$ cat src/rob_pkg.sv
package rob_pkg;

  // queue geometry
  localparam int rob_depth = 16;
  localparam int tag_w = 4;
  localparam int num_regs = 32;

  // operations the ALU may hold at once
  localparam int alu_credits = 2;
  localparam int alu_cnt_w = $clog2(alu_credits + 1);

  typedef logic [tag_w-1:0] rob_tag_t;
  typedef logic [tag_w:0] rob_cnt_t;
  typedef logic [alu_cnt_w-1:0] alu_cnt_t;
  typedef logic [4:0] reg_addr_t;
  typedef logic [31:0] word_t;
  typedef logic [3:0] alu_op_t;
  typedef logic [1:0] entry_state_t;

  // major opcodes kept in this core
  localparam logic [6:0] op_imm_opc = 7'd19;
  localparam logic [6:0] op_reg_opc = 7'd51;

  // ALU operation codes
  localparam alu_op_t alu_add = 4'd0;
  localparam alu_op_t alu_sub = 4'd1;
  localparam alu_op_t alu_and = 4'd2;
  localparam alu_op_t alu_or = 4'd3;
  localparam alu_op_t alu_xor = 4'd4;
  localparam alu_op_t alu_sll = 4'd5;
  localparam alu_op_t alu_srl = 4'd6;
  localparam alu_op_t alu_sra = 4'd7;
  localparam alu_op_t alu_slt = 4'd8;
  localparam alu_op_t alu_sltu = 4'd9;

  // life of a queue entry
  localparam entry_state_t st_wait = 2'd0;
  localparam entry_state_t st_issued = 2'd1;
  localparam entry_state_t st_done = 2'd2;

endpackage

$ cat src/rob_entry_table.sv
`timescale 1ns/1ps

module rob_entry_table import rob_pkg::*; (
  input  logic      clk,
  input  logic      rst,
  input  logic      instr_valid,
  input  word_t     instr,
  input  word_t     instr_pc,
  input  logic      cdb_valid,
  input  rob_tag_t  cdb_tag,
  input  word_t     cdb_value,
  input  logic      issue_mark,
  input  rob_tag_t  issue_mark_tag,
  output rob_tag_t  head,
  output rob_tag_t  tail,
  output word_t     entry_instr [rob_depth],
  output logic      entry_done [rob_depth],
  output word_t     entry_value [rob_depth],
  output logic      commit_en,
  output reg_addr_t commit_rd,
  output rob_tag_t  commit_tag,
  output word_t     commit_value,
  output logic      fetch_credit,
  output logic      commit_valid
);

  logic         entry_busy [rob_depth];
  entry_state_t entry_state [rob_depth];
  reg_addr_t    entry_rd [rob_depth];
  logic         head_ready;

  assign head_ready = entry_busy[head] && (entry_state[head] == st_done);

  always_comb begin
    for (int i = 0; i < rob_depth; i++) begin
      entry_done[i] = (entry_state[i] == st_done);
    end
  end

  // pointers, occupancy and entry state
  always_ff @(posedge clk) begin
    if (rst) begin
      head <= '0;
      tail <= '0;
      commit_valid <= 1'b0;
      for (int i = 0; i < rob_depth; i++) begin
        entry_busy[i] <= 1'b0;
        entry_state[i] <= st_wait;
      end
    end else begin
      commit_valid <= head_ready;
      // retire the oldest entry once its result is in
      if (head_ready) begin
        entry_busy[head] <= 1'b0;
        head <= head + 1'b1;
      end
      // fetch only sends while holding a credit, so tail is always free
      if (instr_valid) begin
        entry_busy[tail] <= 1'b1;
        entry_state[tail] <= st_wait;
        tail <= tail + 1'b1;
      end
      if (issue_mark) begin
        entry_state[issue_mark_tag] <= st_issued;
      end
      if (cdb_valid) begin
        entry_state[cdb_tag] <= st_done;
      end
    end
  end

  // entry payload
  always_ff @(posedge clk) begin
    if (instr_valid) begin
      entry_instr[tail] <= instr;
      entry_rd[tail] <= instr[11:7];
    end
    if (cdb_valid) begin
      entry_value[cdb_tag] <= cdb_value;
    end
    // freed slot keeps done and value, so forwarding still works
    // until the register file has taken the commit
    if (head_ready) begin
      commit_rd <= entry_rd[head];
      commit_tag <= head;
      commit_value <= entry_value[head];
    end
  end

  // one credit back to fetch per retired entry
  assign fetch_credit = commit_valid;
  assign commit_en = commit_valid;

endmodule

$ cat config.mk
export PLATFORM = sky130hd
export DESIGN_NAME = rob_entry_table
export DESIGN_NICKNAME = d
export VERILOG_FILES = /design/src/rob_pkg.sv /design/src/rob_entry_table.sv
export SDC_FILE = /design/constraint.sdc
export NUM_CORES = 1
export LEC_CHECK = 0
export BUFFER_PORTS_ARGS = -buffer_cell sky130_fd_sc_hd__buf_2
export CORE_AREA = 2 2 464 466
export CTS_CLUSTER_SIZE = 24
export DETAILED_ROUTE_END_ITERATION = 12
export DIE_AREA = 0 0 466 468
export SETUP_SLACK_MARGIN = 0.1
export SLEW_MARGIN = 0
export SYNTH_ARGS = -nofsm -noshare
export SYNTH_HDL_FRONTEND = slang
export SYNTH_SLANG_ARGS = --single-unit
$ cat constraint.sdc
create_clock -name clk -period 3.8 [get_ports clk]
set_clock_uncertainty 0.05 [all_clocks]
set_input_delay 0 -clock clk [delete_from_list [all_inputs] [get_ports clk]]
set_output_delay 0 -clock clk [all_outputs]
set_load 0.02 [all_outputs]
* Word level (Yosys, flattened, before mapping) *
Memory sizes are Yosys's and may differ from the RTL's. A register that Yosys moved wholly into a read port is not among the register bits.
Index checks and enable logic that the tools add are counted.

storage, ports and cells
  bits in registers = 1069
  RAM bits = 128
  input port bits = 109
  memories kept = 3

memories
  memory       words  width  rd ports  clocked after memory_dff  write ports  line                   text
  entry_rd     16     5      1         1                         1            rob_entry_table.sv:29  reg_addr_t entry_rd [rob_depth];
  entry_state  16     2      17        1                         16           rob_entry_table.sv:28  entry_state_t entry_state [rob_depth];
  entry_busy   16     1      1         1                         16           rob_entry_table.sv:27  logic entry_busy [rob_depth];

operators by class
  add/subtract/negate cells = 2
  order comparisons = 5
  equal/unequal tests = 17
  muxes and demuxes = 43
  bitwise gates (word level) = 3
  reductions and logical operators = 8

operators with widths
  cell                 count
  $bwmux 512           2
  $demux 32 s4         2
  $bmux 32 s4          1
  $mux 32              4
  $mux 4               9
  $eq 2x2->1 const B   17
  $mux 1               22
  $ge 5x5->1 const B   3
  $not 4->5            3
  $lt 5x1->1 const B   2
  $add 4x1->4 const B  2
  $mux 2               3
  $reduce_or 2->1      3
  $logic_and 1x1->1    3
  $reduce_or 1->1      2

* Longest topological paths before layout *
  depth after elaboration = 7
  mapped depth = 7

* Least setup slack after synthesis *
Ideal clock, no wire load.

  kind = register to register
  start point = mem entry_state[3][1] (netlist name)
  end point = reg commit_rd[0] (read register of entry_rd) (enable)
  library setup time = 382 ps
  arrival time = 2091 ps
  data required time = 3368 ps
  slack = 1277 ps
  cell stages (with the launch flop) = 6
  buffers on the path = 1
  period minus slack after synthesis = 2523 ps
  path through = dfxtp_1 nor2b_1 nand3_1 a311o_1 a22oi_2 buf_2

RTL lines
  element             line                   text
  start: declaration  rob_entry_table.sv:28
  end: declaration    rob_entry_table.sv:20  output reg_addr_t commit_rd,

==> reports/qor.yml <==
status: "complete, no violations"
cts.htree.levels: 3
grt-ovfl-total: 0
die_w_um: 466
synth_warnings: 0
worst-setup-path-type: "flop to flop"
synth_fp_nets: 1792
clockBufferDepth: 3
hp-class: "input port to flop"
numCtsBuffers: 115
slew_viol_final: 0
vias: 23991
synth.distinct_cells: 43
drc: 0
required_ns: 4.20
synth_ff_type: "edfxtp_1"
start_kind: "flop"
dieHeight_um: 468
synth_top_area_share_pct: 80.9
worst_slew_pin_slew_ns: 1.19
drive_gt1_share_pct: 51.5
ant_nets: 0
clk_latency_ns: 0.77
initial_utilization_pct: 18.5
setup_viol: 0
power.density_mw_per_mm2: 550
yosys-top-cells-area: "edfxtp_1, mux4_2, dfxtp_1"
ys_async_sr_fraction_pct: 0
ir_drop_mv: 0.441
crit_slowest_cell: "a22oi_2"
cts_tree: "built"
period_needed_ns: 2.93
core_area_mm2: 0.213
end_kind: "flop"
fin_ws_ns: 0.875
ys_seq_area_share_pct: 84.0
synth_area_per_cell_um2: 23.6
grt_use_total_pct: 14.4
clk_pin_slew_worst_paths_ns: 0.06
first_iter_violations: 2486
gp_congestion: 0.860
synth_edf_count: 1065
crit_chain: "nor4bb_1 > a311oi_1 > a311o_1 > a22oi_2 > buf_12 > buf_12"
syn_inst: 1675
routed_wl_um: 166000
via_per_inst: 3.99
cts_resized: 0
grt_pass1_wl_um: 212000
ioPinCount: 1201
cap_violations: 0
ys_ff_latch: 1126
hold_viol_final: 0
crit_top_cell: "buf_12"
arrival_ns: 3.33
setup_tns_ns: 0
cp_max_fo: 16
max_freq_mhz: 342
dp_hpwl_um: 122000
post_cts_buffers: 0
clock_sinks: 1126
grt_pass1_vias: 23496
grt_antenna_before_repair: 18
cts-root-buf: "clkbuf_16"
die_area_mm2: 0.218
slew_headroom_pct: 20.5
timing.final.crit_share_pct: 77.0
rows: 170
rsz0062_at_grt: "false"
pre_cts_ws_ns: 0.858
max_stage_delay_ns: 0.62
port_buffers: 1168
dr.pass1.iters: 7
total_leakage_power_nw: 19.1
post_drt_wl_per_cell_um: 27.6
synthToLayoutAreaGrowth_pct: 36.7
syn_area_mm2: 0.0395
grt_max_degree: 58
synth_top_area_cell: "edfxtp_1"
finalNetCount: 3185
per-layer routing:
| metal | track usage (%) | wire length, µm |
|---|---|---|
| met1 | 15.9 | 59700 |
| met2 | 24.6 | 81300 |
| met4 | 8.17 | 9340 |
| met3 | 4.26 | 15300 |
| met5 | 0 | 13 |
Yosys cell counts (all sizes together) (6+ instances only):
cell and number:
nand2 46, ha 8, inv 36, o21bai 12
mux4 187, nor2 31, buf 33, and3 6
a41oi 12, a21oi 33, nand3 32, nand3b 17
dfxtp 61, a311oi 6, nor2b 26, clkbuf 27
edfxtp 1065
cell families (layout without fill, tap and decap cells):
logic type / Yosys count / count (layout) / synth area share, %
DFF: 1126 / 1126 / 84.0
muxes: 191 / 191 / 10.8
and+or+nand+nor: 180 / 180 / 2.42
buffers and inverters: 96 / 1585 / 1.20
AOI/OAI and AO/OA: 71 / 71 / 1.29
adders and majority gates: 8 / 8 / 0.253
xor gates and xnor gates: 3 / 3 / 0.0665
other: 0 / 8 / 0
critical path: cells and delay by family, from the launching register on:
family                 cells  cell delay, ns
buffers and inverters      2            0.48
AOI/OAI and AO/OA          3            1.10
DFF                        1            0.53
and+or+nand+nor            1            0.38
power by group:
group / internal (mW) / total [mW] / switching [mW]
clock network: 6.17 / 11.1 / 4.97
registers: 14.1 / 14.5 / 0.403
logic: 1.83 / 4.11 / 2.27
total: 22.1 / 29.7 / 7.65
cells in the final DEF (no fill, tap or decap), types with 33 or more instances in the layout:
cell / instances
a21oi_1: 33
buf_2: 1168
buf_4: 55
clkbuf_16: 115
dfxtp_1: 57
dlygate4sd3_1: 95
edfxtp_1: 1065
mux4_2: 187
nand2_1: 46
worst paths after layout:
| path | from | to | slack, ns | depth (start not counted) |
|---|---|---|---|---|
| worst max-delay path | flop | commit_value[4] | 0.87 | 6 |
| worst min-delay path | cdb_value[28] | entry_value[508] | 0.13 | 2 |
| worst max register to register | flop | commit_value[4] | 0.87 | 6 |
| worst min register to register | entry_state[12][1] | entry_state[12][1] | 0.41 | 2 |
timing repair:
action,4_1_cts,5_1_grt
hold endpoints to repair,1138,0
hold buffers,95,0
setup endpoints to repair,0,0
metrics by stage:
stage               std cells  hold slack, ns  area [µm²]  util (%)  power [mW]
floorplan                1675          0.0489       39500         -        17.1
global placement         5694           0.305       49400      23.1        18.8
detailed placement       5694           0.310       49400      23.1        18.9
CTS                      6002         0.00631       54000      25.3        30.1
global route             6008          0.0607       54000      25.3        30.7
finish                   6010           0.129       54000      25.3        29.7
registers in the layout (all words and copies together), names as in the netlist, named ones only:
signal	cells
entry_busy	16
commit_tag	4
entry_instr	512
commit_rd	5
entry_value	512
entry_state	32
tail	4
commit_value	32
head	4
commit_en	1
final cells by class:
type,instances,area [µm²]
fill,21674,159000
sequential,1126,33200
timing repair buffer,1336,7570
multi-input combinational,453,5850
tap,2838,3550
clock buffer,143,2980
clock inverter,70,711
inverter,36,135
antenna,8,20.0
Note: power is estimated with default switching activity, not from simulation.
