File: src/rob_pkg.sv
package rob_pkg;

  // queue geometry
  localparam int rob_depth = 16;
  localparam int tag_w = 4;
  localparam int num_regs = 32;

  // operations the ALU may hold at once
  localparam int alu_credits = 2;
  localparam int alu_cnt_w = $clog2(alu_credits + 1);

  typedef logic [tag_w-1:0] rob_tag_t;
  typedef logic [tag_w:0] rob_cnt_t;
  typedef logic [alu_cnt_w-1:0] alu_cnt_t;
  typedef logic [4:0] reg_addr_t;
  typedef logic [31:0] word_t;
  typedef logic [3:0] alu_op_t;
  typedef logic [1:0] entry_state_t;

  // major opcodes kept in this core
  localparam logic [6:0] op_imm_opc = 7'd19;
  localparam logic [6:0] op_reg_opc = 7'd51;

  // ALU operation codes
  localparam alu_op_t alu_add = 4'd0;
  localparam alu_op_t alu_sub = 4'd1;
  localparam alu_op_t alu_and = 4'd2;
  localparam alu_op_t alu_or = 4'd3;
  localparam alu_op_t alu_xor = 4'd4;
  localparam alu_op_t alu_sll = 4'd5;
  localparam alu_op_t alu_srl = 4'd6;
  localparam alu_op_t alu_sra = 4'd7;
  localparam alu_op_t alu_slt = 4'd8;
  localparam alu_op_t alu_sltu = 4'd9;

  // life of a queue entry
  localparam entry_state_t st_wait = 2'd0;
  localparam entry_state_t st_issued = 2'd1;
  localparam entry_state_t st_done = 2'd2;

endpackage

File: src/rename_regfile.sv
`timescale 1ns/1ps

module rename_regfile import rob_pkg::*; (
  input  logic      clk,
  input  logic      rst,
  input  reg_addr_t rs1_addr,
  output word_t     rs1_value,
  output logic      rs1_busy,
  output rob_tag_t  rs1_tag,
  input  reg_addr_t rs2_addr,
  output word_t     rs2_value,
  output logic      rs2_busy,
  output rob_tag_t  rs2_tag,
  input  logic      rename_en,
  input  reg_addr_t rename_rd,
  input  rob_tag_t  rename_tag,
  input  logic      commit_en,
  input  reg_addr_t commit_rd,
  input  rob_tag_t  commit_tag,
  input  word_t     commit_value
);

  word_t    rf_value [num_regs];
  logic     rf_busy [num_regs];
  rob_tag_t rf_tag [num_regs];

  // x0 is never written, so it stays zero and idle
  always_ff @(posedge clk) begin
    if (rst) begin
      for (int i = 0; i < num_regs; i++) begin
        rf_value[i] <= '0;
        rf_busy[i] <= 1'b0;
      end
    end else begin
      if (commit_en && commit_rd != '0) begin
        rf_value[commit_rd] <= commit_value;
        // only the newest producer releases the register
        if (rf_tag[commit_rd] == commit_tag) begin
          rf_busy[commit_rd] <= 1'b0;
        end
      end
      // a same-cycle rename wins over the release
      if (rename_en && rename_rd != '0) begin
        rf_busy[rename_rd] <= 1'b1;
      end
    end
  end

  always_ff @(posedge clk) begin
    if (rename_en && rename_rd != '0) begin
      rf_tag[rename_rd] <= rename_tag;
    end
  end

  assign rs1_value = rf_value[rs1_addr];
  assign rs1_busy = rf_busy[rs1_addr];
  assign rs1_tag = rf_tag[rs1_addr];
  assign rs2_value = rf_value[rs2_addr];
  assign rs2_busy = rf_busy[rs2_addr];
  assign rs2_tag = rf_tag[rs2_addr];

endmodule

File: config.mk
export PLATFORM = sky130hd
export DESIGN_NAME = rename_regfile
export DESIGN_NICKNAME = d
export VERILOG_FILES = /design/src/rob_pkg.sv /design/src/rename_regfile.sv
export SDC_FILE = /design/constraint.sdc
export NUM_CORES = 2
export LEC_CHECK = 0
export BUFFER_PORTS_ARGS = -buffer_cell sky130_fd_sc_hd__buf_4
export CORE_MARGIN = 2
export CORE_UTILIZATION = 59
export CTS_BUF_LIST = sky130_fd_sc_hd__clkbuf_8
export CTS_CLUSTER_SIZE = 25
export DETAILED_ROUTE_END_ITERATION = 10
export PLACE_DENSITY = 0.79
export SLEW_MARGIN = 20
export SYNTH_ARGS = -nofsm -noshare
export SYNTH_HDL_FRONTEND = slang
export SYNTH_SLANG_ARGS = --single-unit
File: constraint.sdc
create_clock -name clk -period 3.8 [get_ports clk]
set_input_delay 0.19 -clock clk [delete_from_list [all_inputs] [get_ports clk]]
set_output_delay 0.19 -clock clk [all_outputs]
set_load 0.03 [all_outputs]
======== Word level (Yosys, flattened, before mapping) ========
Memories as Yosys holds them, arrays and structs flattened.
Cells that the tools add are included.
operators by class
  equal/unequal tests ..................... 1
  multiplexer cells ....................... 22
  reduce and logical (&&, ||, !) cells .... 7
operator list
  kind                 count
  2-to-1 mux 32 bit    1
  OR reduction 32 bit  1
  2-to-1 mux 1 bit     18
  2-to-1 mux 5 bit     3
  nonzero test 5 bit   2
  == test 4 bit        1
  logical AND 1 bit    2
  OR reduction 1 bit   2
storage, ports and cells
  flip-flop bits (word level) ............. 0
  RAM bits ................................ 1,184
  input port bits ......................... 64
  output and inout port bits .............. 74
  logic and storage cells ................. 33
  memories kept ........................... 3
memory list
  name      depth  bits a word  rd ports  clocked after Yosys merged registers in  wr ports  RTL line              RTL
  rf_value  32     32           2         0                                        32        rename_regfile.sv:23  word_t rf_value [num_regs];
  rf_tag    32     4            3         0                                        1         rename_regfile.sv:25  rob_tag_t rf_tag [num_regs];
  rf_busy   32     1            2         0                                        32        rename_regfile.sv:24  logic rf_busy [num_regs];

======== Depth between registers and ports, before layout ========
An unclocked memory read counts as a cell.
  depth after elaboration ................. 8
  mapped depth ............................ 11
  gate-level depth less buffers ........... 7

======== Worst setup path before layout ========
Ideal clock, no wire load.
  path type ............................... in2reg
  start ................................... in commit_rd[1]
  end ..................................... mem rf_value[9][0] (netlist name) (enable)
  library setup time ...................... 466 ps
  arrival time ............................ 3,583 ps
  required time ........................... 3,334 ps
  setup slack ............................. -249 ps
  stages on the path ...................... 7
  path buffers ............................ 4
  path through ............................ buf_2 buf_4 buf_2 nand2b_1 nand2b_1 clkbuf_1 o21ai_0
RTL lines
  element          RTL line              RTL
  start, declared  rename_regfile.sv:18  input reg_addr_t commit_rd,
  end, declared    rename_regfile.sv:23

==> summary.md <==
| Metric | Value |
|---|---|
| Worst setup margin | `0.317 ns` |
| Die Height | `about 330 um` |
| Share of cells above drive strength 1 | `35.8%` |
| Post-DP HPWL | `~120,000 um` |
| Overall Global Routing Usage | `36.4%` |
| Leakage power | `24.2 nW` |
| GRT overflow | `0` |
| Final nets | `4,026` |
| Critical Path Sink Type | `flop` |
| Area growth syn-to-layout | `12.6%` |
| Crit path kind | `in -> reg` |
| CP max-delay cell | `dlygate4sd3_1` |
| CTS Buffer Depth | `3` |
| Fmax | `0.287 GHz` |
| Worst-Margin Slew | `1.13 ns` |
| Synth cell types | `45` |
| Final Cell Area | `70,900 um2` |
| Flop2flop setup slack | `0.85 ns` |
| Post-synth top area cell | `edfxtp_1` |
| Hold Path End | `rf_busy[8]` |
| Synth top area share | `between 50% and 60%` |
| Hold path start | `commit_tag[0]` |
| Setup Viol. Count Final | `0` |
| Yosys reg bits | `1,184` |
| Reg-to-Reg Start | `rf_tag[31][3]` |
| Non-filler cells in the finished layout | `around 5,500` |
| Clk sink count | `1,184` |
| Setup WS pre-CTS | `roughly 0.87 ns` |
| Cells after Synth | `between 3,000 and 4,000` |
| Die area | `between 100,000 and 150,000 um2` |
| Worst-Skew Late Latency | `0.88 ns` |
| Starting density of the core | `just under 60%` |
| Sequential share of the synthesized area | `between 50% and 60%` |
| Post-placement cell count | `5,107` |
| Depth of the most critical reg-to-reg path | `9` |
| Cts bufs inserted | `190` |
| Status | `finished, final reports clean` |
| Vias | `39,800` |
| Placed Area | `around 67,000 um2` |
| DRT Pass-1 Iters | `6` |
| Final ANT Viol Nets | `0` |
| Worst hold-check path type | `in -> reg` |
| Crit start category | `input port` |
| Syn Std Cell Area | `63,000 um2` |
| Total of max-cap violations | `0` |
| # IOs | `138` |
| Setup Fix Bufs, Post-CTS | `0` |
| Rows | `119` |
| CTS tree | `done` |
| Vias in the first global route | `39,500` |
| Die X | `about 330 um` |
| Root buf cell | `clkbuf_8` |
| Largest stage delay, worst path | `0.62 ns` |
| Setup tns final | `0 ns` |
| Critical path required time | `4.61 ns` |
| Most frequent CP cell | `dlygate4sd3_1` |
| Synth top area cells | `edfxtp_1, mux4_2, and2_1` |
| Final Hold Viols | `0` |
| Critical-path maximum fanout | `6` |
| Most frequent cells in the layout | `edfxtp_1, and2_1, mux4_2` |
| Final count of pins violating max slew | `0` |
| Core area | `106,000 um2` |
| PortBufs | `137` |
| DRT iter0 DRCs | `7,440` |
| Worst IR drop on VDD | `344 uV` |
| CTS clk-pin slew, worst paths | `0.06 ns` |
| Final WL | `195,000 um` |
| Max Clock Skew | `0.0218 ns` |
| Gp weighted congestion | `around 0.87` |
| Largest net degree at the start of global routing | `54` |
| Mean Syn Cell Area | `roughly 17 um2` |
| Worst r2r dst | `rf_busy[2]` |
| Hold Path Depth | `5` |
| Min Tclk post-route | `3.48 ns` |
| Drt drc | `0` |
| Synth warnings | `0` |
| Critical path origin | `rename_rd[2]` |
| P per Cell Area | `418 nW/um2` |
| Arrival @ worst endpoint | `roughly 4.3 ns` |
| Initial antenna violation count | `12` |
| Most common cell after layout, fill and taps aside | `edfxtp_1` |
| RSZ-0062 raised after global routing | `no` |
| H-tree level count | `4` |
| First-pass GRT wire length | `279,000 um` |
| Post-CTS Resized | `0` |
| Via density | `7.20` |
| Final Cycle Share | `91.6%` |
| WL/cell | `35.3 um` |
| CP cell instances | `dlygate4sd3_1, buf_4, nor2_1, dlygate4sd3_1, nand2_1, dlygate4sd3_1, nor3b_1, a32oi_1, dlygate4sd3_1, a21oi_2, dlygate4sd3_1` |
| Rel. slew slack | `~24%` |
==> how the worst max path moves through the flow <==
stage	to	slack, ns	depth (start not counted)
floorplan	rf_value[9][0]	-0.25	7
global placement	rf_busy[31]	0.83	10
CTS	rf_busy[3]	0.47	11
finish	rf_busy[3]	0.32	11
global route	rf_busy[3]	0.18	11
detailed placement	rf_busy[31]	0.87	10
==> per-stage QoR <==
step	hold WS (ns)	utilization [%]	total power, mW
2_1_floorplan	0.262	-	18.1
3_3_place_gp	0.480	63.4	19.5
3_5_place_dp	0.481	63.4	19.6
4_1_cts	0.0179	67.2	29.6
5_1_grt	0.0777	67.2	30.4
6_report	0.0855	67.2	29.7
==> logic make-up (layout without fill, tap and decap cells) <==
kind of cell,count (synthesis),in the layout,share of synthesized area [%]
other,1,46,0.00596
and+or+nand+nor,1156,1156,11.2
xor gates and xnor gates,2,2,0.0278
AOI/OAI and AO/OA,130,130,1.32
muxes,878,878,28.8
buffers and inverters,406,732,2.64
DFF,1184,1184,56.0
==> worst max-delay path, delay by kind of cell <==
family	cells	cell delay (ns)
AND/OR/NAND/NOR	3	0.74
AO/OA/AOI/OAI	2	0.30
buffers and inverters	6	3.07
==> synth_stat cells, drive strengths merged <==
| library cell | count |
|---|---|
| nor4 | 7 |
| nand3b | 3 |
| nor3b | 1 |
| a22oi | 2 |
| nor2 | 67 |
| a32oi | 1 |
| or4bb | 4 |
| a21oi | 32 |
| and4 | 1 |
| xor2 | 2 |
| and2 | 992 |
| or3 | 1 |
| a211oi | 3 |
| or2 | 3 |
| and4b | 1 |
| clkbuf | 317 |
| nor3 | 31 |
| nand4 | 2 |
| dfxtp | 32 |
| a31oi | 1 |
| or4b | 4 |
| buf | 87 |
| nand4bb | 2 |
| mux4 | 740 |
| mux2 | 74 |
| nand2b | 7 |
| o22ai | 33 |
| nor2b | 6 |
| o21ai | 57 |
| edfxtp | 1152 |
| conb | 1 |
| nand2 | 10 |
| or4 | 1 |
| nand3 | 7 |
| nand4b | 4 |
| or3b | 2 |
| a311oi | 1 |
| inv | 2 |
| mux2i | 64 |
==> layer usage <==
layer  GRT usage, %  vias to the layer above  part of all wire [%]
met1           49.4                    20400                    34
met2           55.8                     3464                    47
li1               -                    15300                     -
met5              0                        -                 0.017
met4           16.3                        6                   4.8
met3           10.0                      623                    14
==> cell type report <==
class	instances	area, um2
Clock inverter	153	744
Fill cell	6898	34600
Sequential cell	1184	35200
Inverter	2	8.76
Clock buffer	195	2680
Tap cell	1391	1740
Multi-Input combinational cell	2202	26800
Timing Repair Buffer	382	3720
Antenna cell	10	25.0
==> sequential cells by signal, summed over array words and instances (netlist names) <==
name,cells
rf_value,1024
rf_tag,128
rf_busy,32
==> what timing repair did <==
action | in CTS | in global routing
hold buffers | 53 | 0
endpoints found under the setup margin | 0 | 0
hold endpoints to repair | 1223 | 0
==> where the power goes <==
group / switching, mW / total, mW / internal, mW / leakage, nW
logic: 2.26 / 4.19 / 1.93 / 11.0
clock network: 5.20 / 10.2 / 4.98 / 1.96
registers: 0.334 / 15.3 / 15.0 / 11.2
Note: power is estimated with default switching activity, not from simulation.
